[src/logic/fb_pkg.sv]
// ~~~~~~~~~~~~~~~~~~~~~~~~~~~~~~~~~~~~~~~~~~~~~~~~~~~~~~~~~~~~
// 640x480 at 60 Hz only, all logic on one pixel clock (25.2 MHz)
// framebuffer fixed at 160x120 with one bit per pixel
// ~~~~~~~~~~~~~~~~~~~~~~~~~~~~~~~~~~~~~~~~~~~~~~~~~~~~~~~~~~~~
package fb_pkg;
    localparam int CORDW   = 10;   // screen coordinate width
    localparam int H_RES   = 640;  // visible pixels per line
    localparam int V_RES   = 480;  // visible lines
    localparam int H_FP    = 16;
    localparam int H_SYNC  = 96;
    localparam int H_BP    = 48;
    localparam int V_FP    = 10;
    localparam int V_SYNC  = 2;
    localparam int V_BP    = 33;
    localparam int H_TOTAL = H_RES + H_FP + H_SYNC + H_BP;  // 800
    localparam int V_TOTAL = V_RES + V_FP + V_SYNC + V_BP;  // 525

    // sync windows, start inclusive and end exclusive
    localparam int H_SYNC_START = H_RES + H_FP;            // 656
    localparam int H_SYNC_END   = H_SYNC_START + H_SYNC;   // 752
    localparam int V_SYNC_START = V_RES + V_FP;            // 490
    localparam int V_SYNC_END   = V_SYNC_START + V_SYNC;   // 492
    localparam logic [CORDW-1:0] H_LAST = CORDW'(H_TOTAL - 1);
    localparam logic [CORDW-1:0] V_LAST = CORDW'(V_TOTAL - 1);

    localparam int FB_WIDTH  = 160;
    localparam int FB_HEIGHT = 120;
    localparam int FB_PIXELS = FB_WIDTH * FB_HEIGHT;  // 19200
    localparam int FB_ADDRW  = $clog2(FB_PIXELS);     // 15 bits
    localparam logic [FB_ADDRW-1:0] FB_LAST = FB_ADDRW'(FB_PIXELS - 1);
    localparam int PIPE_DELAY = 2;  // coordinate to vga pin

    // apb register map
    localparam int APB_ADDRW = 8;
    localparam logic [APB_ADDRW-1:0] REG_CTRL    = 8'h00;  // bit 0 enable
    localparam logic [APB_ADDRW-1:0] REG_FG      = 8'h04;
    localparam logic [APB_ADDRW-1:0] REG_BG      = 8'h08;
    localparam logic [APB_ADDRW-1:0] REG_FB_ADDR = 8'h0C;
    localparam logic [APB_ADDRW-1:0] REG_FB_DATA = 8'h10;  // write only

    typedef struct packed {
        logic [3:0] r;
        logic [3:0] g;
        logic [3:0] b;
    } colour_t;

    typedef struct packed {
        logic [CORDW-1:0] sx;
        logic [CORDW-1:0] sy;
        logic             hsync;  // active low
        logic             vsync;  // active low
        logic             de;
    } scan_pos_t;

    typedef struct packed {
        logic    enable;
        colour_t fg;
        colour_t bg;
    } fb_cfg_t;

    typedef struct packed {
        logic                en;
        logic [FB_ADDRW-1:0] addr;
        logic                data;
    } fb_wr_t;
endpackage

[src/logic/fb_regs.sv]
// ~~~~~~~~~~~~~~~~~~~~~~~~~~~~~~~~~~~~~~~~~~~~~~~~~~~~~~~~~~~~
// apb3 slave with zero wait states, fb_data is write only
// fb_addr writes beyond the last pixel load address 0
// ~~~~~~~~~~~~~~~~~~~~~~~~~~~~~~~~~~~~~~~~~~~~~~~~~~~~~~~~~~~~
module fb_regs (
    input  logic                         clk_pix,
    input  logic                         reset,
    input  logic                         psel,
    input  logic                         penable,
    input  logic                         pwrite,
    input  logic [fb_pkg::APB_ADDRW-1:0] paddr,
    input  logic [31:0]                  pwdata,
    output logic [31:0]                  prdata,
    output logic                         pready,
    output logic                         pslverr,
    output fb_pkg::fb_cfg_t              cfg,
    output fb_pkg::fb_wr_t               fb_wr
);
    logic                        apb_access;  // second cycle of a transfer
    logic                        apb_wr;
    logic                        apb_rd;
    logic                        addr_hit;    // paddr is in the map
    logic                        data_wr;     // write to fb_data
    logic [fb_pkg::FB_ADDRW-1:0] fb_addr;     // next pixel to write
    logic [fb_pkg::FB_ADDRW-1:0] fb_addr_next;
    logic [fb_pkg::FB_ADDRW-1:0] new_addr;
    logic                        wr_en_q;
    logic [fb_pkg::FB_ADDRW-1:0] wr_addr_q;
    logic                        wr_data_q;

    assign apb_access   = psel && penable;
    assign apb_wr       = apb_access && pwrite;
    assign apb_rd       = apb_access && !pwrite;
    assign data_wr      = apb_wr && (paddr == fb_pkg::REG_FB_DATA);
    assign pready       = 1'b1;  // never waits
    assign new_addr     = pwdata[fb_pkg::FB_ADDRW-1:0];
    assign fb_addr_next = (fb_addr == fb_pkg::FB_LAST) ? '0 : fb_addr + 1'b1;  // wraps

    // read mux and address decode
    always_comb begin
        addr_hit = 1'b1;
        prdata   = '0;
        case (paddr)
            fb_pkg::REG_CTRL:    prdata = {31'b0, cfg.enable};
            fb_pkg::REG_FG:      prdata = {20'b0, cfg.fg};
            fb_pkg::REG_BG:      prdata = {20'b0, cfg.bg};
            fb_pkg::REG_FB_ADDR: prdata = {17'b0, fb_addr};
            fb_pkg::REG_FB_DATA: prdata = '0;  // nothing to read back
            default:             addr_hit = 1'b0;
        endcase
        if (!apb_rd) begin
            prdata = '0;  // only valid in a read access
        end
    end

    assign pslverr = apb_access &&
                     (!addr_hit || (!pwrite && (paddr == fb_pkg::REG_FB_DATA)));

    // config and address registers, writes land at end of access
    always_ff @(posedge clk_pix) begin
        if (reset) begin
            cfg     <= '0;
            fb_addr <= '0;
            wr_en_q <= 1'b0;
        end else begin
            wr_en_q <= data_wr;  // one cycle pulse per data write
            if (apb_wr) begin
                case (paddr)
                    fb_pkg::REG_CTRL: cfg.enable <= pwdata[0];
                    fb_pkg::REG_FG:   cfg.fg <= fb_pkg::colour_t'(pwdata[11:0]);
                    fb_pkg::REG_BG:   cfg.bg <= fb_pkg::colour_t'(pwdata[11:0]);
                    fb_pkg::REG_FB_ADDR: begin
                        fb_addr <= (new_addr < fb_pkg::FB_PIXELS) ? new_addr : '0;
                    end
                    fb_pkg::REG_FB_DATA: fb_addr <= fb_addr_next;  // auto increment
                    default: ;
                endcase
            end
        end
    end

    // write payload, taken with the current address
    always_ff @(posedge clk_pix) begin
        if (data_wr) begin
            wr_addr_q <= fb_addr;
            wr_data_q <= pwdata[0];
        end
    end

    assign fb_wr = '{en: wr_en_q, addr: wr_addr_q, data: wr_data_q};

    // master must hold address and direction across setup and access
    a_setup_stable: assert property (
        @(posedge clk_pix) disable iff (reset)
        (psel && !penable) ##1 penable |-> $stable(paddr) && $stable(pwrite)
    ) else $error("fb_regs: paddr or pwrite changed between setup and access");

    a_penable_psel: assert property (
        @(posedge clk_pix) disable iff (reset)
        penable |-> psel
    ) else $error("fb_regs: penable high without psel");
endmodule

[config.mk]
export PLATFORM = sky130hd
export DESIGN_NAME = fb_regs
export DESIGN_NICKNAME = d
export VERILOG_FILES = /design/src/logic/fb_pkg.sv /design/src/logic/fb_regs.sv
export SDC_FILE = /design/constraint.sdc
export NUM_CORES = 1
export LEC_CHECK = 0
export BUFFER_PORTS_ARGS = -buffer_cell sky130_fd_sc_hd__buf_2
export CAP_MARGIN = 40
export CORE_ASPECT_RATIO = 1.1
export CORE_UTILIZATION = 49
export DETAILED_ROUTE_END_ITERATION = 12
export PLACE_DENSITY = 0.91
export SLEW_MARGIN = 20
export SYNTH_ARGS = -nofsm -noshare
export SYNTH_HDL_FRONTEND = slang
export SYNTH_SLANG_ARGS = --single-unit
[constraint.sdc]
create_clock -name clk_pix -period 2.9 [get_ports clk_pix]
set_clock_uncertainty 0.1 [all_clocks]
set_input_delay 0.145 -clock clk_pix [delete_from_list [all_inputs] [get_ports clk_pix]]
set_output_delay 0.145 -clock clk_pix [all_outputs]
set_load 0.1 [all_outputs]
==> results.txt <==
The flow ran to the end, and the final reports show no timing, DRC or antenna violations. The insertion delay to the later sink of the worst-skew pair is approximately 350 ps. The critical path capture point type is an output pin. The largest vdd supply drop came out at approximately 0.00042 V. In this run the worst setup path terminates at prdata[12].

Averaged over all synthesized cells, the footprint is approximately 9.2 um2. The number of maximum-capacitance constraint violations is 0. The TritonCTS clock tree is built.

Dividing the detail-routed wire length by the instance count gives 15.84 um. The most critical setup path has its startpoint at paddr[7]. The proportion of register bits with asynchronous set or reset after synthesis is 0%. The number of buffers created by CTS came out at 9. Measured along the x axis, the die boundary spans 76.86 um. After detailed routing, the number of vias per cell comes to ~5.6.

For this run, design rule violations remaining after detail routing come to 0. The arrival time reported for the critical path endpoint came out at between 2000 and 2500 ps. The signal on the critical path passes through buf_2, or4_4, or3_1, or3_1, nor2_2, and2_1, buf_12.

The number of flops mapped to enable cells by yosys is 16. Once the clock tree was built, the setup fixing pass inserted 0 buffers. The number of gates on the worst path with buffers counted came out at 7.

The flop-to-flop setup slack is roughly 560 ps. The number of distinct standard cells referenced by the synthesized netlist is 55. The total count of max-transition violations in the final report is 0. The number of stages on the worst hold path is 4. During placement, the flow inserted port buffers numbering 85. Leaving out fill and tap cells, the most frequent cells in the layout are 70 x sky130_fd_sc_hd__buf_2, 41 x sky130_fd_sc_hd__dfxtp_1, 37 x sky130_fd_sc_hd__nand2_1. The wire length of the first global-routing pass is 12710 um. Setup violations remaining at the end of the flow were counted as 0. For this run, the post-layout net count is 466. The register clock-pin slew on the reported worst setup and hold paths is around 60 ps. The depth of the worst register-to-register path came out at 7. The initial antenna violation count is 0. The register area share after synthesis came out at a little over two fifths.

The weighted congestion reported at the end of routability-driven placement came out at slightly below 0.9. The detail route stage leaves a number of antenna-violating nets equal to 0. The count of boundary I/O pins came out at approximately 120. The global-route total usage across every layer came out at between 20% and 30%. The floorplan step defined a die boundary enclosing around 6500 um2. Adding up every negative setup slack in the final design gives 0 ps. The class of the tightest hold or removal check is primary input to flip-flop. The stage delay of the slowest cell on the critical path is 630 ps.

Among the stages of the critical path, the cell type that occurs most often is sky130_fd_sc_hd__or3_1. The number of standard cells in the final layout excluding fillers came out at 502. The commonest register cell after synthesis is sky130_fd_sc_hd__dfxtp_1. The vertical die dimension is 84.35 um. The synthesized netlist occupies a cell area of 3020 um2. The count of mapped cells out of synthesis is between 300 and 400. The leakage power total came out at roughly 1.6 nW. The cell with the biggest individual delay on the critical path is sky130_fd_sc_hd__or3_1.

The core occupancy in the finished layout is about two thirds. The kind of cell with the highest combined delay on the critical path is simple AND/OR/NAND/NOR gates. After legalization and detailed placement, the total HPWL measured around 5600 um. The iteration-0 DRC count of the detailed router is 189. The worst register-to-register path ends at fb_addr[6]. Yosys printed 0 warnings. The library cell used most frequently in the layout, excluding fill and tap cells, is sky130_fd_sc_hd__buf_2. The number of diodes is 0.

Power spread over the standard cell area amounts to approximately 450 nW/um2. The required time at the worst-slack endpoint came out at roughly 2700 ps. The final critical-path share of the clock period came out at between 90% and 100%. The number of clock sinks seen by CTS is 57. The maximum count of clock buffers along a single path came out at 2. The via count of the first global-routing pass came out at 2674. The number of placement rows came out at 29. For this run, the top clock speed supported by timing is between 0.3 and 0.4 GHz. For the pin with the worst max-slew slack, the measured transition is roughly 680 ps. The largest driver fanout on the critical path is 14. The pin count of the biggest net entering global routing is 38. The total congestion overflow came out at 0. The worst setup path is of the primary input to output pin kind. Final hold analysis gives a worst-case slack of ~140 ps. The area added between synthesis and finish came out at 30.99%.

The worst setup slack after layout came out at 229.5 ps. The count of H-tree levels built during CTS is 3. The kind of start point of the critical path is a primary input.

The number of search-and-repair iterations in the first detailed-routing pass came out at 4. The minimum clock period came out at approximately 2700 ps. Setup repair after global routing left no endpoint under its margin.

The worst register-to-register path begins at fb_addr[1]. Counting the fill cells in the layout gives between 400 and 500. The effective utilization at floorplan is a little over 50%. The worst-case setup slack after placement came out at roughly 220 ps. The proportion of layout cells with a drive suffix above 1 is between 20 and 30%. The worst slew slack as a fraction of its limit came out at 54.62%. The cell sitting at the root of the clock tree is a sky130_fd_sc_hd__clkbuf_8. The hold violation count in the final report is 0. The buffer and inverter count on the worst path came out at 2.

The number of placed instances, taps included, is between 400 and 500. The post-detailed-routing wire length came out at 7952 um. The via count of the routed design came out at between 2000 and 3000. The region available for standard cell placement spans ~5800 um2. The number of storage elements in the synthesis netlist is 57.
-- worst register-to-register path, delay by kind of cell (launching register included) --
| family | cells | cell delay [ps] |
|---|---|---|
| buffers and inverters | 1 | 210 |
| AOI/OAI and AO/OA | 1 | 310 |
| adders and majority gates | 1 | 240 |
| and+or+nand+nor | 4 | 880 |
| DFF | 1 | 470 |
-- routing by layer --
metal	track usage, %	up-vias	wire length [um]
li1	-	1336	-
met1	30.79	1285	3300
met2	40.75	179	3886
met3	6.630	21	629
met4	13.64	0	137
met5	0	-	0
-- final cells by class --
type | instances | area, um2 | area share, %
multi-input cells | 243 | 1511 | 38.20
repair buffers | 104 | 823.3 | 20.81
inverters | 5 | 18.77 | 0.4744
clock buffers | 12 | 155.1 | 3.922
well taps | 77 | 96.34 | 2.435
clock inverters | 4 | 50.05 | 1.265
flip-flops and latches | 57 | 1301 | 32.89
-- cell families after synthesis --
| kind of cell | share of synthesized area, % |
|---|---|
| muxes | 9.486 |
| other | 0.2486 |
| and+or+nand+nor | 20.75 |
| adders and majority gates | 0.4142 |
| buffers and inverters | 9.196 |
| DFF | 43.08 |
| AOI/OAI and AO/OA | 15.66 |
| xor gates and xnor gates | 1.160 |
-- worst min-delay path by stage --
stage / slack (ps) / to / from
CTS: 120 / fb_addr[12] / pwdata[14]
global route: 160 / fb_addr[12] / pwdata[14]
global placement: 310 / wr_data_q / pwdata[0]
finish: 140 / fb_addr[12] / pwdata[14]
detailed placement: 310 / wr_data_q / pwdata[0]
floorplan: 140 / wr_data_q / pwdata[0]
-- cells in the mapped netlist (4+ instances only) --
library cell | number | area [um2]
sky130_fd_sc_hd__dfxtp_1 | 41 | 820.8
sky130_fd_sc_hd__nand2_1 | 37 | 138.9
sky130_fd_sc_hd__o21ai_0 | 7 | 35.03
sky130_fd_sc_hd__mux2_2 | 11 | 123.9
sky130_fd_sc_hd__clkbuf_1 | 15 | 56.30
sky130_fd_sc_hd__nand3_1 | 10 | 50.05
sky130_fd_sc_hd__nor2_1 | 34 | 127.6
sky130_fd_sc_hd__o211ai_1 | 5 | 37.54
sky130_fd_sc_hd__a211oi_1 | 4 | 30.03
sky130_fd_sc_hd__nor3_1 | 7 | 35.03
sky130_fd_sc_hd__mux2i_1 | 14 | 140.1
sky130_fd_sc_hd__buf_4 | 20 | 150.1
sky130_fd_sc_hd__edfxtp_1 | 16 | 480.5
sky130_fd_sc_hd__a22oi_1 | 14 | 105.1
sky130_fd_sc_hd__inv_1 | 5 | 18.77
sky130_fd_sc_hd__xnor2_1 | 4 | 35.03
sky130_fd_sc_hd__a21oi_1 | 20 | 100.1
sky130_fd_sc_hd__nor2b_1 | 4 | 25.02
-- metrics by stage --
stage          area, um2  total power [mW]
2_1_floorplan       3090             1.001
3_3_place_gp        3631             1.022
3_5_place_dp        3631             1.024
4_1_cts             3956             1.787
5_1_grt             3956             1.828
6_report            3956             1.785
-- what timing repair did --
action | in CTS | in global routing
setup endpoints to repair | 0 | 0
gates resized for setup | 0 | 0
hold buffers | 12 | 0
endpoints found under the hold margin | 19 | 0
-- power breakdown --
part	total, mW	leakage, nW	internal, mW	switching (mW)
Combinational	0.208	0.970	0.0410	0.167
Clock	0.762	0.107	0.444	0.319
Sequential	0.814	0.506	0.814	0.000398
Total	1.78	1.58	1.30	0.486
-- sequential cells by signal (all words and copies together), names as in the netlist --
register	count
cfg	25
fb_addr	15
wr_addr_q	15
wr_data_q	1
wr_en_q	1
Power figures use the tool's default switching activity.
