$ cat config.mk
export PLATFORM = sky130hd
export DESIGN_NAME = fb_scanout
export DESIGN_NICKNAME = d
export VERILOG_FILES = /design/src/logic/fb_pkg.sv /design/src/logic/fb_scanout.sv
export SDC_FILE = /design/constraint.sdc
export NUM_CORES = 1
export LEC_CHECK = 0
export BUFFER_PORTS_ARGS = -buffer_cell sky130_fd_sc_hd__buf_4
export CAP_MARGIN = 20
export CORE_UTILIZATION = 39
export DETAILED_ROUTE_END_ITERATION = 16
export GPL_TIMING_DRIVEN = 1
export PLACE_DENSITY_LB_ADDON = 0.1
export SETUP_SLACK_MARGIN = 0.2
export SLEW_MARGIN = 20
export SYNTH_ARGS = -nofsm -noshare
export SYNTH_HDL_FRONTEND = slang
export SYNTH_SLANG_ARGS = --single-unit
$ cat constraint.sdc
create_clock -name clk_pix -period 4.57 [get_ports clk_pix]
set_clock_uncertainty 0.1 [all_clocks]
set_input_delay 0.914 -clock clk_pix [delete_from_list [all_inputs] [get_ports clk_pix]]
set_output_delay 0.914 -clock clk_pix [all_outputs]
set_load 0.02 [all_outputs]
$ cat src/logic/fb_pkg.sv
// ~~~~~~~~~~~~~~~~~~~~~~~~~~~~~~~~~~~~~~~~~~~~~~~~~~~~~~~~~~~~
// 640x480 at 60 Hz only, all logic on one pixel clock (25.2 MHz)
// framebuffer fixed at 160x120 with one bit per pixel
// ~~~~~~~~~~~~~~~~~~~~~~~~~~~~~~~~~~~~~~~~~~~~~~~~~~~~~~~~~~~~
package fb_pkg;
    localparam int CORDW   = 10;   // screen coordinate width
    localparam int H_RES   = 640;  // visible pixels per line
    localparam int V_RES   = 480;  // visible lines
    localparam int H_FP    = 16;
    localparam int H_SYNC  = 96;
    localparam int H_BP    = 48;
    localparam int V_FP    = 10;
    localparam int V_SYNC  = 2;
    localparam int V_BP    = 33;
    localparam int H_TOTAL = H_RES + H_FP + H_SYNC + H_BP;  // 800
    localparam int V_TOTAL = V_RES + V_FP + V_SYNC + V_BP;  // 525

    // sync windows, start inclusive and end exclusive
    localparam int H_SYNC_START = H_RES + H_FP;            // 656
    localparam int H_SYNC_END   = H_SYNC_START + H_SYNC;   // 752
    localparam int V_SYNC_START = V_RES + V_FP;            // 490
    localparam int V_SYNC_END   = V_SYNC_START + V_SYNC;   // 492
    localparam logic [CORDW-1:0] H_LAST = CORDW'(H_TOTAL - 1);
    localparam logic [CORDW-1:0] V_LAST = CORDW'(V_TOTAL - 1);

    localparam int FB_WIDTH  = 160;
    localparam int FB_HEIGHT = 120;
    localparam int FB_PIXELS = FB_WIDTH * FB_HEIGHT;  // 19200
    localparam int FB_ADDRW  = $clog2(FB_PIXELS);     // 15 bits
    localparam logic [FB_ADDRW-1:0] FB_LAST = FB_ADDRW'(FB_PIXELS - 1);
    localparam int PIPE_DELAY = 2;  // coordinate to vga pin

    // apb register map
    localparam int APB_ADDRW = 8;
    localparam logic [APB_ADDRW-1:0] REG_CTRL    = 8'h00;  // bit 0 enable
    localparam logic [APB_ADDRW-1:0] REG_FG      = 8'h04;
    localparam logic [APB_ADDRW-1:0] REG_BG      = 8'h08;
    localparam logic [APB_ADDRW-1:0] REG_FB_ADDR = 8'h0C;
    localparam logic [APB_ADDRW-1:0] REG_FB_DATA = 8'h10;  // write only

    typedef struct packed {
        logic [3:0] r;
        logic [3:0] g;
        logic [3:0] b;
    } colour_t;

    typedef struct packed {
        logic [CORDW-1:0] sx;
        logic [CORDW-1:0] sy;
        logic             hsync;  // active low
        logic             vsync;  // active low
        logic             de;
    } scan_pos_t;

    typedef struct packed {
        logic    enable;
        colour_t fg;
        colour_t bg;
    } fb_cfg_t;

    typedef struct packed {
        logic                en;
        logic [FB_ADDRW-1:0] addr;
        logic                data;
    } fb_wr_t;
endpackage

$ cat src/logic/fb_scanout.sv
// ~~~~~~~~~~~~~~~~~~~~~~~~~~~~~~~~~~~~~~~~~~~~~~~~~~~~~~~~~~~~
// fixed two cycle pipe from pos to pins, needs one cycle ram read
// framebuffer region is the top left 160x120 at 1:1 scale
// ~~~~~~~~~~~~~~~~~~~~~~~~~~~~~~~~~~~~~~~~~~~~~~~~~~~~~~~~~~~~
module fb_scanout (
    input  logic                        clk_pix,
    input  logic                        reset,
    input  fb_pkg::scan_pos_t           pos,
    input  fb_pkg::fb_cfg_t             cfg,
    output logic [fb_pkg::FB_ADDRW-1:0] rd_addr,
    input  logic                        rd_data,
    output logic                        vga_hsync,
    output logic                        vga_vsync,
    output fb_pkg::colour_t             vga_colour
);
    logic            in_fb;       // pos inside framebuffer region
    logic            frame_end;
    logic            in_fb_q;     // stage 1 copies
    logic            hsync_q;
    logic            vsync_q;
    fb_pkg::colour_t pix_colour;  // colour chosen from ram bit

    assign in_fb = pos.de &&
                   (pos.sx < fb_pkg::FB_WIDTH) && (pos.sy < fb_pkg::FB_HEIGHT);
    assign frame_end = (pos.sx == fb_pkg::H_LAST) && (pos.sy == fb_pkg::V_LAST);

    // raster order read address
    // rd_addr already holds the address of the pixel at pos
    always_ff @(posedge clk_pix) begin
        if (reset) begin
            rd_addr <= '0;
        end else if (frame_end) begin
            rd_addr <= '0;  // back to top left for next frame
        end else if (in_fb) begin
            // wrap after the last pixel so the address never leaves the ram
            rd_addr <= (rd_addr == fb_pkg::FB_LAST) ? '0 : rd_addr + 1'b1;
        end
    end

    // stage 1 while the ram reads
    always_ff @(posedge clk_pix) begin
        if (reset) begin
            in_fb_q <= 1'b0;
            hsync_q <= 1'b1;  // inactive
            vsync_q <= 1'b1;
        end else begin
            in_fb_q <= in_fb;
            hsync_q <= pos.hsync;
            vsync_q <= pos.vsync;
        end
    end

    always_comb begin
        if (!cfg.enable || !in_fb_q) begin
            pix_colour = '0;  // black outside region or disabled
        end else if (rd_data) begin
            pix_colour = cfg.fg;
        end else begin
            pix_colour = cfg.bg;
        end
    end

    // stage 2 registers all pins together so they stay aligned
    always_ff @(posedge clk_pix) begin
        if (reset) begin
            vga_colour <= '0;
            vga_hsync  <= 1'b1;
            vga_vsync  <= 1'b1;
        end else begin
            vga_colour <= pix_colour;
            vga_hsync  <= hsync_q;
            vga_vsync  <= vsync_q;
        end
    end

    // address counter and region size have to agree
    a_rd_range: assert property (
        @(posedge clk_pix) disable iff (reset)
        rd_addr < fb_pkg::FB_PIXELS
    ) else $error("fb_scanout: read address %0d out of range", rd_addr);
endmodule

==> reports/qor.yml, run 1 <==
status: "finished clean"
p_leak_nw: 0.904
place_hpwl_mm: 2.81
syn_area_per_cell_um2: 9.43
hp-class: "flop to flop"
synth_cells: 155
gp_congestion: 0.785
cts_resized: 0
wl_mm: 3.68
vias: 1541
finalSetupTns_ns: 0
finalSetupViolCount: 0
critPathCaptureType: "flop"
synth_nets: 207
cts_sinks: 32
io_buffers: 79
synth_area_leaders: "dfxtp_1 44%, mux2i_1 8.2%, or4_1 4.6%"
clock_latency_ns: 0.28
netlist_area_um2: 1460
synthTopCellsByCount: "32 x dfxtp_1, 14 x nor2_1, 13 x a21oi_1"
die_w_um: 63.2
cts_setup_buffers: 0
dieArea_um2: 4000
drive_above_1_share: 0.396
grt_max_degree: 29
crit_path_max_fanout: 28
row_count: 21
cts_root_buf: "clkbuf_8"
grt_pass1_wl_mm: 6.15
drc: 0
slowest_stage: "or4b_1"
hold_viol_final: 0
vias_per_cell: 5.48
wl_per_cell_um: 13.1
arrival_ns: 2.51
grt_pass1_vias: 1476
worst-path-buf-inv: 1
ys_ff_latch: 32
critical_path_class: "primary input to flop"
first_pass_iters: 4
synth_most_common_cell: "dfxtp_1"
async_flop_share: 0
syn_to_final_growth_pct: 47.7
yosysWarnings: 0
yosysTopAreaCell: "dfxtp_1"
layout.nets: 287
start_util: 0.421
synthFlopType: "dfxtp_1"
seq_area_frac_synth: 0.438
tightest_slew_ns: 0.631
grt_use_total: 0.196
post-route-util: 0.622
htree_num_levels: 2
worst_setup_path_start_kind: "primary input"
core_region_area_um2: 3470
path_cells: "buf_4 > nor4b_4 > nand4_4 > or4b_1 > a31oi_1"
yosysTopAreaCellShare: 0.438
detail-route-antenna-nets: 0
overflow: 0
cts.path.max_buffers: 2
synth_cell_types: 35
finalPower_uw: 547
period_share: 0.526
slew-limit-headroom: 0.577
power.density_nw_per_um2: 253
cts_hold_buf: 0
period_needed_ns: 2.40
numCtsBuffers: 5
max_freq_ghz: 0.416
final_area_um2: 2160
die_h_um: 63.2
synth-edff-count: 0
antenna_cells: 0
rsz0062_at_grt: "no"
max_stage_delay_ns: 0.61
cts.clk_slew.worst_paths_ns: 0.06
path_delay_family: "simple AND/OR/NAND/NOR gates"
maxCapViolations: 0
antenna_found_initial: 0
drt_first_iter_violations: 147
io_pins: 80
max-vdd-ir-drop_v: 0.000203
required_ns: 4.68
finalHoldWorstSlack_ns: 0.310
cts_tree: "done"
dpl_cell_area_um2: 2080
slew_violations: 0
==> metal layers <==
| layer | track usage | part of all wire |
|---|---|---|
| met3 | 0.0580 | 0.080 |
| met5 | 0 | 0 |
| met4 | 0.0966 | 0.018 |
| met1 | 0.217 | 0.38 |
| met2 | 0.340 | 0.52 |
==> per-stage QoR <==
step	setup slack [ns]	cells
floorplan	2.26	155
global placement	1.96	274
detailed placement	1.87	274
CTS	2.17	281
global route	1.96	281
finish	2.17	281
==> cell type report <==
type / instances / area, µm²
clock buffer: 6 / 72.6
clock inverter: 1 / 5.00
fill: 312 / 1310
inverter: 2 / 7.51
multi-input combinational: 115 / 782
sequential: 32 / 641
tap: 46 / 57.6
timing repair buffer: 79 / 593
==> worst paths after layout <==
kind	startpoint	to	slack [ns]	cells past startpoint
worst max-delay path	pos[22]	rd_addr[3]	2.17	5
worst min-delay path	vsync_q	vga_vsync	0.31	1
worst max register to register	rd_addr[0]	rd_addr[13]	2.22	5
worst min register to register	vsync_q	vga_vsync	0.31	1
==> flip-flops by register name (all words and copies together) (netlist names) <==
name	cells
rd_addr	15
vga_colour	12
hsync_q	1
in_fb_q	1
vga_hsync	1
vga_vsync	1
vsync_q	1
==> cell usage in the layout, fill, tap and decap left out, types with 2 or more instances in the layout <==
cell type,n
a21oi_1,13
and2_1,3
and4_1,4
buf_4,79
clkbuf_8,5
dfxtp_1,32
inv_1,2
mux2i_1,12
nand2_1,8
nand3_1,10
nand4_1,6
nor2_1,14
nor4bb_1,4
o21ai_0,3
o31ai_1,8
or2_2,4
or4_1,9
or4b_1,2
==> where the power goes <==
group	switching (mW)	total (mW)	internal [mW]
Combinational	0.0220	0.0610	0.0390
Sequential	0.00237	0.284	0.282
Clock	0.0984	0.202	0.103
Total	0.123	0.547	0.424
==> worst register-to-register path, delay by kind of cell, from the launching register on <==
family	cells	cell delay, ns
AND/OR/NAND/NOR	2	0.69
adder cells (fa/ha/maj)	1	0.32
flip-flops	1	0.42
AO/OA/AOI/OAI	2	0.68
==> cells by family after synthesis <==
logic type,count (synthesis),share of synthesized area
buffers and inverters,8,0.0265
multiplexers,12,0.0822
AO/OA/AOI/OAI,32,0.138
flip-flops,32,0.438
adder cells (fa/ha/maj),1,0.00856
AND/OR/NAND/NOR,70,0.307
(Power assumes the default switching activity.)
==> run 2: changes to the inputs <==
==> constraint.sdc (replaced) <==
create_clock -name clk_pix -period 2.07 [get_ports clk_pix]
set_clock_uncertainty 0.1 [all_clocks]
set_input_delay 0.414 -clock clk_pix [delete_from_list [all_inputs] [get_ports clk_pix]]
set_output_delay 0.414 -clock clk_pix [all_outputs]
set_load 0.02 [all_outputs]
==> run 2 against run 1 <==
Against the previous run:
- worst setup slack got worse by 1.9 ns
- critical path depth unchanged
- total power increased by 150%
- combinational power increased by 130%
- non-clock buffer count increased by 7
- critical endpoint is now rd_addr[8]
==> reports/qor.yml, run 2 (synthesized netlist as in run 1, its figures left out) <==
arrival_ns: 1.90
post-place-ws_ns: -0.0563
hold_viol_final: 0
dieArea_um2: 4000
io_pins: 80
layout.nets: 295
largest_reg_flops: 15
die_h_um: 63.2
cts_resized: 0
vias: 1591
slowest_stage: "or4b_1"
hp-class: "primary input to flop"
cts_tree: "done"
detail-route-antenna-nets: 0
cts_sinks: 32
htree_num_levels: 2
place_hpwl_mm: 3.00
power.density_nw_per_um2: 603
cts_root_buf: "clkbuf_8"
maxCapViolations: 0
finalSetupViolCount: 0
tightest_slew_ns: 0.429
overflow: 0
setup_slack_ns: 0.290
row_count: 21
cts.clk_slew.worst_paths_ns: 0.07
final_common_cell: "buf_4"
cts.path.max_buffers: 2
path_cells: "buf_4 > nor4b_4 > nand4_4 > or4b_1 > a21oi_1"
power_frac_comb: 0.102
p_leak_nw: 0.956
drc: 0
path_delay_family: "simple AND/OR/NAND/NOR gates"
grt_max_degree: 25
clock_latency_ns: 0.29
p_switching_uw: 297
core_region_area_um2: 3470
top_regs: "rd_addr x15, vga_colour x12"
critPathCaptureType: "flop"
die_w_um: 63.2
period_share: 0.860
syn_to_final_growth_pct: 54.9
start_util: 0.421
wl_mm: 4.01
regMostFlops: "rd_addr"
drive_above_1_share: 0.430
worst_setup_path_start_kind: "primary input"
power_frac_seq: 0.460
critical_path_class: "primary input to flop"
first_pass_iters: 4
required_ns: 2.19
antenna_found_initial: 0
max-vdd-ir-drop_v: 0.000469
period_needed_ns: 1.78
slew-limit-headroom: 0.713
gp_congestion: 0.806
antenna_cells: 0
drt_first_iter_violations: 86
max_freq_ghz: 0.562
grt_pass1_wl_mm: 6.60
status: "finished clean"
p_sw_frac: 0.218
finalPower_mw: 1.36
cts_hold_buf: 0
clock_power_share: 0.438
wl_per_cell_um: 13.8
crit_path_max_fanout: 12
rsz0062_at_grt: "no"
worst-path-buf-inv: 1
max_stage_delay_ns: 0.55
p_int_mw: 1.07
slew_violations: 0
vias_per_cell: 5.49
grt_use_total: 0.210
final_cell_mix: "86 x buf_4, 32 x dfxtp_1, 14 x nor2_1"
grt_pass1_vias: 1572
post-route-util: 0.653
cts_setup_buffers: 0
io_buffers: 79
numCtsBuffers: 5
==> run 2: final cells by class <==
class / instances / area, µm²
Clock buffer: 6 / 72.6
Clock inverter: 2 / 35.0
Fill cell: 306 / 1200
Inverter: 2 / 7.51
Multi-Input combinational cell: 116 / 805
Sequential cell: 32 / 641
Tap cell: 46 / 57.6
Timing Repair Buffer: 86 / 646
==> run 2: per-stage QoR <==
step | cell area [µm²] | std cells | hold WS (ns) | TNS [ns]
global route | 2260 | 290 | 0.202 | 0
detailed placement | 2140 | 281 | 0.295 | -0.302
floorplan | 1470 | 155 | 0.289 | 0
finish | 2260 | 290 | 0.214 | 0
CTS | 2250 | 289 | 0.203 | 0
global placement | 2140 | 281 | 0.291 | -0.00372
==> run 2: worst paths after layout <==
path / from / end / slack (ns) / cells after the start
max: pos[22] / rd_addr[8] / 0.29 / 5
min: pos[1] / vsync_q / 0.21 / 2
max reg2reg: rd_addr[3] / rd_addr[8] / 0.30 / 5
min reg2reg: vsync_q / vga_vsync / 0.31 / 1
==> run 2: worst reg2reg max path: cells and delay by family, from the launching register on <==
kind,cells,cell delay (ns)
AOI/OAI and AO/OA,1,0.16
buffers and inverters,1,0.18
DFF,1,0.38
and+or+nand+nor,3,0.87
==> run 2: routing by layer <==
metal	GRT usage	wire length [µm]
met1	0.219	1560
met2	0.382	2100
met3	0.0924	321
met4	0.0511	31
met5	0	0
==> run 2: power groups by stage <==
stage	clock, mW	sequential [mW]	combinational (mW)
after floorplan	0	0.645	0.0411
after global placement	0	0.640	0.133
after detailed placement	0	0.641	0.139
after CTS	0.608	0.627	0.139
after global routing	0.638	0.627	0.151
final	0.597	0.627	0.140
