File: config.mk
export PLATFORM = sky130hd
export DESIGN_NAME = display_timings
export DESIGN_NICKNAME = d
export VERILOG_FILES = /design/src/logic/fb_pkg.sv /design/src/logic/display_timings.sv
export SDC_FILE = /design/constraint.sdc
export NUM_CORES = 1
export LEC_CHECK = 0
export BUFFER_PORTS_ARGS = -buffer_cell sky130_fd_sc_hd__buf_2
export CORE_ASPECT_RATIO = 1.25
export CORE_MARGIN = 1.5
export CORE_UTILIZATION = 29
export CTS_CLUSTER_DIAMETER = 200
export DETAILED_ROUTE_END_ITERATION = 8
export GPL_TIMING_DRIVEN = 0
export PLACE_DENSITY = 0.56
export SYNTH_ARGS = -nofsm -noshare
export SYNTH_HDL_FRONTEND = slang
export SYNTH_SLANG_ARGS = --single-unit
File: constraint.sdc
create_clock -name clk_pix -period 5.5 [get_ports clk_pix]
set_clock_uncertainty 0.2 [all_clocks]
set_input_delay 0.275 -clock clk_pix [delete_from_list [all_inputs] [get_ports clk_pix]]
set_output_delay 0.275 -clock clk_pix [all_outputs]
set_load 0.01 [all_outputs]
File: src/logic/fb_pkg.sv
// ~~~~~~~~~~~~~~~~~~~~~~~~~~~~~~~~~~~~~~~~~~~~~~~~~~~~~~~~~~~~
// 640x480 at 60 Hz only, all logic on one pixel clock (25.2 MHz)
// framebuffer fixed at 160x120 with one bit per pixel
// ~~~~~~~~~~~~~~~~~~~~~~~~~~~~~~~~~~~~~~~~~~~~~~~~~~~~~~~~~~~~
package fb_pkg;
    localparam int CORDW   = 10;   // screen coordinate width
    localparam int H_RES   = 640;  // visible pixels per line
    localparam int V_RES   = 480;  // visible lines
    localparam int H_FP    = 16;
    localparam int H_SYNC  = 96;
    localparam int H_BP    = 48;
    localparam int V_FP    = 10;
    localparam int V_SYNC  = 2;
    localparam int V_BP    = 33;
    localparam int H_TOTAL = H_RES + H_FP + H_SYNC + H_BP;  // 800
    localparam int V_TOTAL = V_RES + V_FP + V_SYNC + V_BP;  // 525

    // sync windows, start inclusive and end exclusive
    localparam int H_SYNC_START = H_RES + H_FP;            // 656
    localparam int H_SYNC_END   = H_SYNC_START + H_SYNC;   // 752
    localparam int V_SYNC_START = V_RES + V_FP;            // 490
    localparam int V_SYNC_END   = V_SYNC_START + V_SYNC;   // 492
    localparam logic [CORDW-1:0] H_LAST = CORDW'(H_TOTAL - 1);
    localparam logic [CORDW-1:0] V_LAST = CORDW'(V_TOTAL - 1);

    localparam int FB_WIDTH  = 160;
    localparam int FB_HEIGHT = 120;
    localparam int FB_PIXELS = FB_WIDTH * FB_HEIGHT;  // 19200
    localparam int FB_ADDRW  = $clog2(FB_PIXELS);     // 15 bits
    localparam logic [FB_ADDRW-1:0] FB_LAST = FB_ADDRW'(FB_PIXELS - 1);
    localparam int PIPE_DELAY = 2;  // coordinate to vga pin

    // apb register map
    localparam int APB_ADDRW = 8;
    localparam logic [APB_ADDRW-1:0] REG_CTRL    = 8'h00;  // bit 0 enable
    localparam logic [APB_ADDRW-1:0] REG_FG      = 8'h04;
    localparam logic [APB_ADDRW-1:0] REG_BG      = 8'h08;
    localparam logic [APB_ADDRW-1:0] REG_FB_ADDR = 8'h0C;
    localparam logic [APB_ADDRW-1:0] REG_FB_DATA = 8'h10;  // write only

    typedef struct packed {
        logic [3:0] r;
        logic [3:0] g;
        logic [3:0] b;
    } colour_t;

    typedef struct packed {
        logic [CORDW-1:0] sx;
        logic [CORDW-1:0] sy;
        logic             hsync;  // active low
        logic             vsync;  // active low
        logic             de;
    } scan_pos_t;

    typedef struct packed {
        logic    enable;
        colour_t fg;
        colour_t bg;
    } fb_cfg_t;

    typedef struct packed {
        logic                en;
        logic [FB_ADDRW-1:0] addr;
        logic                data;
    } fb_wr_t;
endpackage

File: src/logic/display_timings.sv
// ~~~~~~~~~~~~~~~~~~~~~~~~~~~~~~~~~~~~~~~~~~~~~~~~~~~~~~~~~~~~
// negative sync polarity, counts restart at 0,0 on reset
// ~~~~~~~~~~~~~~~~~~~~~~~~~~~~~~~~~~~~~~~~~~~~~~~~~~~~~~~~~~~~
module display_timings (
    input  logic              clk_pix,
    input  logic              reset,
    output fb_pkg::scan_pos_t pos
);
    logic [fb_pkg::CORDW-1:0] sx;  // horizontal position incl blanking
    logic [fb_pkg::CORDW-1:0] sy;  // vertical position incl blanking
    logic                     line_end;
    logic                     frame_end;

    assign line_end  = (sx == fb_pkg::H_LAST);
    assign frame_end = line_end && (sy == fb_pkg::V_LAST);

    // raster counters over the full 800x525
    always_ff @(posedge clk_pix) begin
        if (reset) begin
            sx <= '0;
            sy <= '0;
        end else if (frame_end) begin
            sx <= '0;
            sy <= '0;
        end else if (line_end) begin
            sx <= '0;
            sy <= sy + 1'b1;  // next line
        end else begin
            sx <= sx + 1'b1;
        end
    end

    // decode syncs and data enable from the counters
    always_comb begin
        pos.sx    = sx;
        pos.sy    = sy;
        // low inside the sync window
        pos.hsync = ~((sx >= fb_pkg::H_SYNC_START) && (sx < fb_pkg::H_SYNC_END));
        pos.vsync = ~((sy >= fb_pkg::V_SYNC_START) && (sy < fb_pkg::V_SYNC_END));
        pos.de    = (sx < fb_pkg::H_RES) && (sy < fb_pkg::V_RES);  // visible area
    end

    // counters must never leave the raster
    a_coord_range: assert property (
        @(posedge clk_pix) disable iff (reset)
        (sx < fb_pkg::H_TOTAL) && (sy < fb_pkg::V_TOTAL)
    ) else $error("display_timings: sx %0d sy %0d outside raster", sx, sy);
endmodule

==> metrics.txt, run 1 <==
Sum Neg Setup Slack 0 ns; WL per Instance between 10 and 15 um; Int Pwr 0.2151 mW; status finished clean; die area a little under 4000 sq um; Post-synth EDFFs 0; Pins Over Slew Limit 0; Clk pwr share roughly two fifths; Flop pwr share approximately 55%; GRT Total Usage roughly an eighth; Worst EP arrival roughly 2.2 ns; final hold vios 0; mean post-synth cell area between 8 and 9 sq um; Final Util 36.67%; distinct cell type count after synthesis 33; Final #Nets between 150 and 200; Post-CTS Setup Bufs 0; gpl congestion a little over 0.7; worst slew pin tran about 0.43 ns; # hold bufs at CTS 0; Core Region ~3500 sq um; Synth Cell Area 1042 sq um; switching share of power 20.87%; Slew headroom ~71%; Clock Pin Slew Worst Setup and Hold Paths 0.08 ns; #FFs+latches synth 20; clock buffer depth 2; Max Freq 445.8 MHz; number of clock sinks 20; unrepaired setup endpoints after global routing no; logic gate share of total power about 4.0%; layout cells sized above 1 24.83%; worst-path fanout max 8; worst min path class input pin to register; critical path type register to register; cts repair resizes 0; Filler cells roughly 350; leakage ~0.55 nW; area delta synth->final 21.49%; initial antenna violation count 0; critical path capture point type register; largest net degree at the start of global routing 12; Placed Instances 180; drt first pass iters 4; Congestion Overflow GR 0; first-pass GRT wire length roughly 4000 um; pwr dens ~210 nW/um^2; Rows 24; register area share after synthesis about 38%; 1st-iter DRT viols 25; Final setup viols 0; Die H roughly 70 um; H-tree depth 1; Final ANT Viol Nets 0; fin crit share 40.79%; chip width 56.62 um; CTS tree yes; net count after synthesis ~120; root buffer cell clkbuf_8; hold slack final 0.05349 ns; Max Cap Violations 0; Ports 25; startpoint types register; Sw Pwr about 0.057 mW; vias per cell ~5; dpl ws between 3 and 4 ns; vias after detailed routing 931; Ys Warns 0; vias in the first global route between 800 and 900; number of CTS-inserted buffers 3; Top FF cell, synth dfxtp_1; Initial Util roughly 30%; IO buf count 24; Syn Inst Count between 100 and 150; worst endpoint required time approximately 5.4 ns; maximum VDD drop ~130 uV; Setup WS post-layout 3.257 ns; Layout Cells excl Fill roughly 180; Antenna Cells 0; clock period minus worst slack between 2 and 2.5 ns; Skew-Pair Late Insertion Delay ~0.26 ns; DRC Markers 0; routed wire length between 2000 and 2500 um; Post-DP HPWL around 1700 um; ys async rst share 0%; Reg2Reg Setup Slack between 3 and 4 ns
## area by class of cell
type	count	area (sq um)	share of cell area, %
tap	39	48.80	3.854
sequential	20	400.4	31.62
multi-input combinational	86	585.6	46.25
inverter	7	26.28	2.075
clock buffer	4	55.05	4.348
buffer	4	30.03	2.372
timing repair buffer	24	120.1	9.486
## placed cells by master (no fill, tap or decap), drive strengths merged, types with 2 or more instances in the layout
cell type,instances
nor3,5
a21oi,3
nand4,6
and4,2
xnor2,8
clkbuf,6
nor2,19
and3,3
dfxtp,20
nand3,6
nor4,5
buf,26
nand2,5
xor2,6
ha,5
inv,7
## synthesized netlist by cell type (all sizes together), types with 2 or more instances
| cell | n | area share [%] |
|---|---|---|
| a21oi | 3 | 1.4 |
| and3 | 3 | 1.9 |
| and4 | 2 | 1.8 |
| buf | 2 | 2.2 |
| clkbuf | 2 | 0.72 |
| dfxtp | 20 | 38 |
| ha | 5 | 6.0 |
| inv | 7 | 2.5 |
| nand2 | 5 | 1.8 |
| nand3 | 6 | 2.9 |
| nand4 | 6 | 3.6 |
| nor2 | 19 | 6.8 |
| nor3 | 5 | 3.5 |
| nor4 | 5 | 4.4 |
| xnor2 | 8 | 6.7 |
| xor2 | 6 | 5.0 |
## worst paths after layout
kind,startpoint,endpoint,cells after the start
max,sx[4],sx[7],6
min,reset,sx[4],2
max reg2reg,sx[4],sx[7],6
min reg2reg,sx[0],sx[0],1
## cell families (layout without fill, tap and decap cells)
logic type	after synthesis	in the layout	synth area share (%)
simple gates	57	57	31.34
xor+xnor	14	14	11.76
flops	20	20	38.41
buf+inv	11	39	5.403
mux	1	1	0.9604
compound gates	9	9	6.122
fa+ha+maj	5	5	6.002
## sequential cells by signal, indices dropped and copies added, names as in the netlist
signal  flops
sx         10
sy         10
## worst max-delay path, cell delays in order, from the launching register on
cell      delay (ns)
dfxtp_1         0.44
or4b_1          0.47
buf_6           0.16
nor3_4          0.31
or2_2           0.18
clkbuf_1        0.27
nor2_1          0.10
## per-stage QoR
step / power [mW] / instance area, sq um
after global routing: 0.2832 / 1266
final: 0.2718 / 1266
after CTS: 0.2775 / 1266
after floorplan: 0.1594 / 1042
after global placement: 0.1635 / 1211
after detailed placement: 0.1639 / 1211
## layer usage
layer / up-vias / part of all wire (%) / track usage [%]
met5: - / 0 / 0
met4: 0 / 0.66 / 5.556
met3: 2 / 5.7 / 2.778
met2: 26 / 48 / 19.38
met1: 437 / 46 / 15.50
li1: 466 / - / -
## power by group through the flow
stage | logic [mW] | registers (mW) | clock network (mW)
finish | 0.0110 | 0.149 | 0.112
CTS | 0.0113 | 0.149 | 0.117
detailed placement | 0.0113 | 0.153 | 0
global route | 0.0124 | 0.150 | 0.121
global placement | 0.0110 | 0.153 | 0
floorplan | 0.00626 | 0.153 | 0
No activity file was read; power rests on OpenSTA's default activity.
==> run 2: changes to the inputs <==
ABC_AREA = 1   (was not set)
clock period = 2.2 ns   (was 5.5 ns; I/O delays follow)
==> run 2 against run 1 <==
  * The run now ends with negative hold slack left
  * Sequential power rose by 150%
  * Cell count increased by 39%
  * Combinational power increased to 2.5 times the previous value
  * Largest power group unchanged
==> metrics.txt, run 2 <==
largest family of logic cells by synthesized area simple AND/OR/NAND/NOR gates; multiplexer area fraction after synthesis 0%; mean post-synth cell area approximately 7.1 sq um; Die H between 70 and 80 um; Post-Synth Adder-Cell Area under 10%; complex-gate fraction of the synthesized area 6.051%; top-count cell post-synth nand2_1; largest net degree at the start of global routing 11; CP max stage delay just under 0.4 ns; DRC Markers 0; fin crit share 82.22%; Worst Hold Depth 4; pwr dens 439.1 nW/um^2; worst path bufs/invs 0; Initial Util ~30%; most used cell, CP nand2_1; H-tree depth 1; cts repair resizes 0; critical path capture point type register; Final ANT Viol Nets 0; number of clock sinks 20; startpoint types register; Layout Cells excl Fill between 200 and 300; Max Cap Violations 0; Top FF cell, synth dfxtp_1; layout cells sized above 1 between 20% and 30%; Ys Warns 0; Post-synth EDFFs 0; Ports 25; initial antenna violation count 0; register area share after synthesis roughly 33%; reg2reg path depth 8; CTS tree yes; worst slew pin tran 0.3182 ns; critical path type register to register; root buffer cell clkbuf_8; Final #Nets roughly 210; IO buf count 24; Synth Cell Area between 1000 and 1500 sq um; Clock Pin Slew Worst Setup and Hold Paths around 0.070 ns; clock buffer depth 2; Worst EP arrival 1.76 ns; first-pass GRT wire length between 4000 and 5000 um; multi-input logic area just under 700 sq um; vias after detailed routing approximately 1100; commonest cells after routing, fill and taps aside nand2_1 (43), inv_1 (27), buf_2 (24); 1st-iter DRT viols 70; leakage 0.7110 nW; status finished with violations; die area ~4600 sq um; unrepaired setup endpoints after global routing no; Syn Inst Count 173; Pins Over Slew Limit 0; worst min path class input pin to register; Cell Chain, Critical Path ha_1, nand2_1, nor2_4, nand4_4, nand2_8, nand2_4, nand2_1, nor2_2; number of CTS-inserted buffers 3; WL per Instance 9.813 um; clock period minus worst slack roughly 1.8 ns; Sum Neg Setup Slack 0 ns; Post-CTS Setup Bufs 0; worst r2r src sx[0]; vias in the first global route 996; Hold Path End sx[2]; gpl congestion between 0.7 and 0.8; failing checks negative hold slack; commonest non-fill, non-tap cell in the layout nand2_1; top cells by count, synth nand2_1 (43), inv_1 (27), dfxtp_1 (20), nor2_1 (20), nand3_1 (13); Core Region 4066 sq um; Synth Area in XOR/XNOR under 10%; Skew-Pair Late Insertion Delay approximately 0.25 ns; Filler cells 447; Final Util a little over a third; vias per cell about 4.4; Synth top area share between 30% and 40%; r2r endpoint sy[9]; worst endpoint required time 2.15 ns; routed wire length about 2500 um; final hold vios 1; hold_sp reset; hold slack final -0.001396 ns; distinct cell type count after synthesis 29; GRT Total Usage 12.31%; Placed Instances between 200 and 300; top post-synthesis cells by area dfxtp_1 (33%), nand2_1 (13%), inv_1 (8.3%); net count after synthesis 180; Reg2Reg Setup Slack just under 0.4 ns; chip width 61.01 um; worst-path fanout max 10; Rows 26; Slew headroom about four fifths; Antenna Cells 0; Final setup viols 0; Largest regs sx: 10 flops, sy: 10 flops; Post-DP HPWL slightly below 2000 um; Congestion Overflow GR 0; Synth Area in Simple Gates ~44%; Crit path max-delay family simple AND/OR/NAND/NOR gates; area delta synth->final 18.97%; drt first pass iters 4; slowest CP cell dfxtp_1; Register Area between 400 and 500 sq um; Max Freq roughly 550 MHz; maximum VDD drop roughly 150 uV; ys async rst share 0%; #FFs+latches synth 20; area leader, netlist dfxtp_1; # hold bufs at CTS 0; total power about 0.64 mW
## run 2: power by group
group / switching, mW / internal (mW)
registers: 0.00488 / 0.366
clock network: 0.116 / 0.122
logic: 0.0176 / 0.0102
total: 0.139 / 0.498
## run 2: cell families (layout without fill, tap and decap cells)
kind of cell	after synthesis	count (layout)
AOI/OAI and AO/OA	13	13
and+or+nand+nor	100	100
xor gates and xnor gates	2	2
buffers and inverters	33	60
adders and majority gates	5	5
DFF	20	20
## run 2: cell type report
class	instances	area share, %
clock buffer	3	2.845
sequential	20	27.59
multi-input combinational	120	47.93
tap	56	4.828
timing repair buffer	24	8.276
inverter	33	8.535
## run 2: worst min-delay path, stage by stage
cell and delay, ns:
buf_2 0.08, inv_1 0.10, nand2_1 0.09, nor2_1 0.03
## run 2: layer usage
layer	part of all wire (%)	global-route usage [%]
met1	46	15.19
met5	0	0
met2	51	21.03
met4	1.3	5.072
met3	1.9	2.037
## run 2: worst max-delay path by stage
stage | endpoint | cells past startpoint | slack (ns) | from
6_report | sy[9] | 8 | 0.39 | sx[0]
5_1_grt | sy[2] | 8 | 0.21 | sx[0]
4_1_cts | sy[9] | 8 | 0.34 | sx[0]
3_5_place_dp | sy[9] | 8 | 0.36 | sx[0]
3_3_place_gp | sy[9] | 8 | 0.38 | sx[0]
2_1_floorplan | sy[9] | 8 | 0.54 | sx[0]
## run 2: metrics by stage
stage / hold slack [ns] / instance area [sq um] / setup WS (ns)
floorplan: 0.1542 / 1220 / 0.5422
global placement: 0.2641 / 1410 / 0.3758
detailed placement: 0.2735 / 1410 / 0.3604
CTS: 0.003098 / 1451 / 0.3434
global route: 0.03465 / 1451 / 0.2060
finish: -0.001396 / 1451 / 0.3911
==> run 3: changes to the inputs <==
PLACE_DENSITY = 0.57   (was 0.56)
clock period = 1.5 ns   (was 2.2 ns; I/O delays follow)
==> run 3 against run 2 <==
  * The run ends with negative setup slack left
  * Maximum frequency grew 15%
  * Combinational power grew to 3.1 times the previous value
  * Cell count is 4.3% higher
  * Register-to-register slack got worse by 0.47 ns
  * Sequential share of layout area fell by 3.1 points
  * Total power rose by 86%
  * Global-route usage increased by 0.40 points
  * Utilization rose by 8.4 points
  * Via count increased by 6.3%
  * Routed wire length is 13% higher
  * Setup slack lost 0.47 ns
  * First-iteration DRC count shrank 46%
==> metrics.txt, run 3 (synthesis gave the netlist of run 2 again) <==
Filler cells 439; commonest non-fill, non-tap cell in the layout nand2_1; clock buffer depth 2; Setup WS post-layout -0.07458 ns; Initial Util between 30% and 40%; WL per Instance 10.63 um; 1st-iter DRT viols 38; maximum VDD drop 324.6 uV; layout cells sized above 1 49.29%; Largest regs sx: 10 flops, sy: 10 flops; Slew headroom between 80% and 90%; initial antenna violation count 0; Ports 25; critical path capture point type register; unrepaired setup endpoints after global routing yes; Final setup viols 19; worst endpoint required time about 1.5 ns; number of clock sinks 20; number of CTS-inserted buffers 3; worst slew pin tran approximately 0.26 ns; Congestion Overflow GR 0; failing checks negative setup slack; startpoint types register; Worst Hold Depth 2; reg2reg path depth 7; multi-input logic area about 870 sq um; Pins Over Slew Limit 0; Max Cap Violations 0; die area roughly 4600 sq um; chip width 61.01 um; Sum Neg Setup Slack -0.9906 ns; root buffer cell clkbuf_8; total power between 1 and 1.5 mW; Final ANT Viol Nets 0; dpl ws -0.1979 ns; critical path type register to register; first-pass GRT wire length 4374 um; commonest cells after routing, fill and taps aside nand2_1 (35), inv_1 (25), buf_2 (24); Register Area 439.2 sq um; Sw Pwr between 0.2 and 0.3 mW; gpl congestion roughly 0.72; Core Region roughly 4000 sq um; Max Freq approximately 640 MHz; Worst EP arrival roughly 1.5 ns; Rows 26; Skew-Pair Late Insertion Delay around 0.26 ns; Flop pwr share 45.3%; CTS tree yes; vias per cell between 4 and 5; switching share of power a little over a fifth; final hold vios 0; Post-DP HPWL 2030 um; fin crit share 105.0%; GRT Total Usage ~13%; Final #Nets 219; leakage about 0.83 nW; largest net degree at the start of global routing 13; IO buf count 24; Die H around 76 um; worst-path fanout max 6; vias after detailed routing about 1200; Clk pwr share between 40% and 50%; pwr dens around 660 nW/um^2; Antenna Cells 0; vias in the first global route approximately 1000; routed wire length between 2000 and 3000 um; logic gate share of total power under 10%; clock period minus worst slack roughly 1.6 ns; DRC Markers 0; H-tree depth 1; status finished with violations; area delta synth->final 46.97%; Clock Pin Slew Worst Setup and Hold Paths ~0.080 ns; drt first pass iters 6; Int Pwr a little over 0.9 mW; worst min path class register to register
==> run 3: changes by cell type in the layout (fill, tap and decap cells not counted), sizes merged <==
cell and change:
dlygate4sd3 +1, nand2 +1, clkbuf +1, bufinv +1
buf +7
==> run 3: power groups by stage <==
stage	sequential, mW	combinational (mW)	clock [mW]
3_5_place_dp	0.561	0.0483	0
5_1_grt	0.537	0.0956	0.591
3_3_place_gp	0.560	0.0472	0
4_1_cts	0.545	0.0681	0.576
2_1_floorplan	0.562	0.0306	0
6_report	0.536	0.0866	0.560
==> run 3: final cells by class <==
class                      instances  share of cell area [%]
multi-input combinational        121                   48.43
sequential                        20                   24.49
timing repair buffer              33                   12.28
inverter                          33                   6.909
tap                               56                   3.908
clock buffer                       3                   2.303
clock inverter                     1                   1.675
==> run 3: worst max-delay path, cell delays in order, from the launching register on <==
cell       delay, ns
dfxtp_4         0.37
ha_4            0.16
nand2_4         0.06
nor2_4          0.13
nand4_4         0.20
nand2_8         0.17
clkbuf_16       0.16
nor2_2          0.04
==> run 3: per-stage QoR <==
stage / hold WS (ns) / util (%) / cells / cell area, sq um
final: 0.3183 / 44.09 / 267 / 1793
after global routing: 0.3401 / 44.09 / 267 / 1793
after CTS: 0.3120 / 40.06 / 264 / 1629
after detailed placement: 0.2276 / 35.91 / 253 / 1460
after global placement: 0.2255 / 35.91 / 253 / 1460
after floorplan: 0.1173 / - / 173 / 1270
==> run 3: timing repair <==
action	CTS	global route
gates resized for setup	13	38
gates cloned	0	2
pin swaps	5	4
setup buffers	6	1
hold buffers	1	0
setup endpoints to repair	22	22
endpoints found under the hold margin	1	0
==> run 3: path summary, 6_finish.rpt <==
| check | start | to | slack [ns] |
|---|---|---|---|
| setup / recovery | sx[0] | sx[7] | -0.07 |
| hold reg to reg | sx[9] | sx[9] | 0.32 |
| hold / removal | sx[9] | sx[9] | 0.32 |
| setup reg to reg | sx[0] | sx[7] | -0.07 |
==> run 3: routing by layer <==
layer	GRT usage (%)	vias to the layer above	share of wire, %
met2	21.86	23	50
met1	15.96	536	45
met4	4.348	0	1.4
met5	0	-	0
met3	2.037	4	3.1
li1	-	622	-
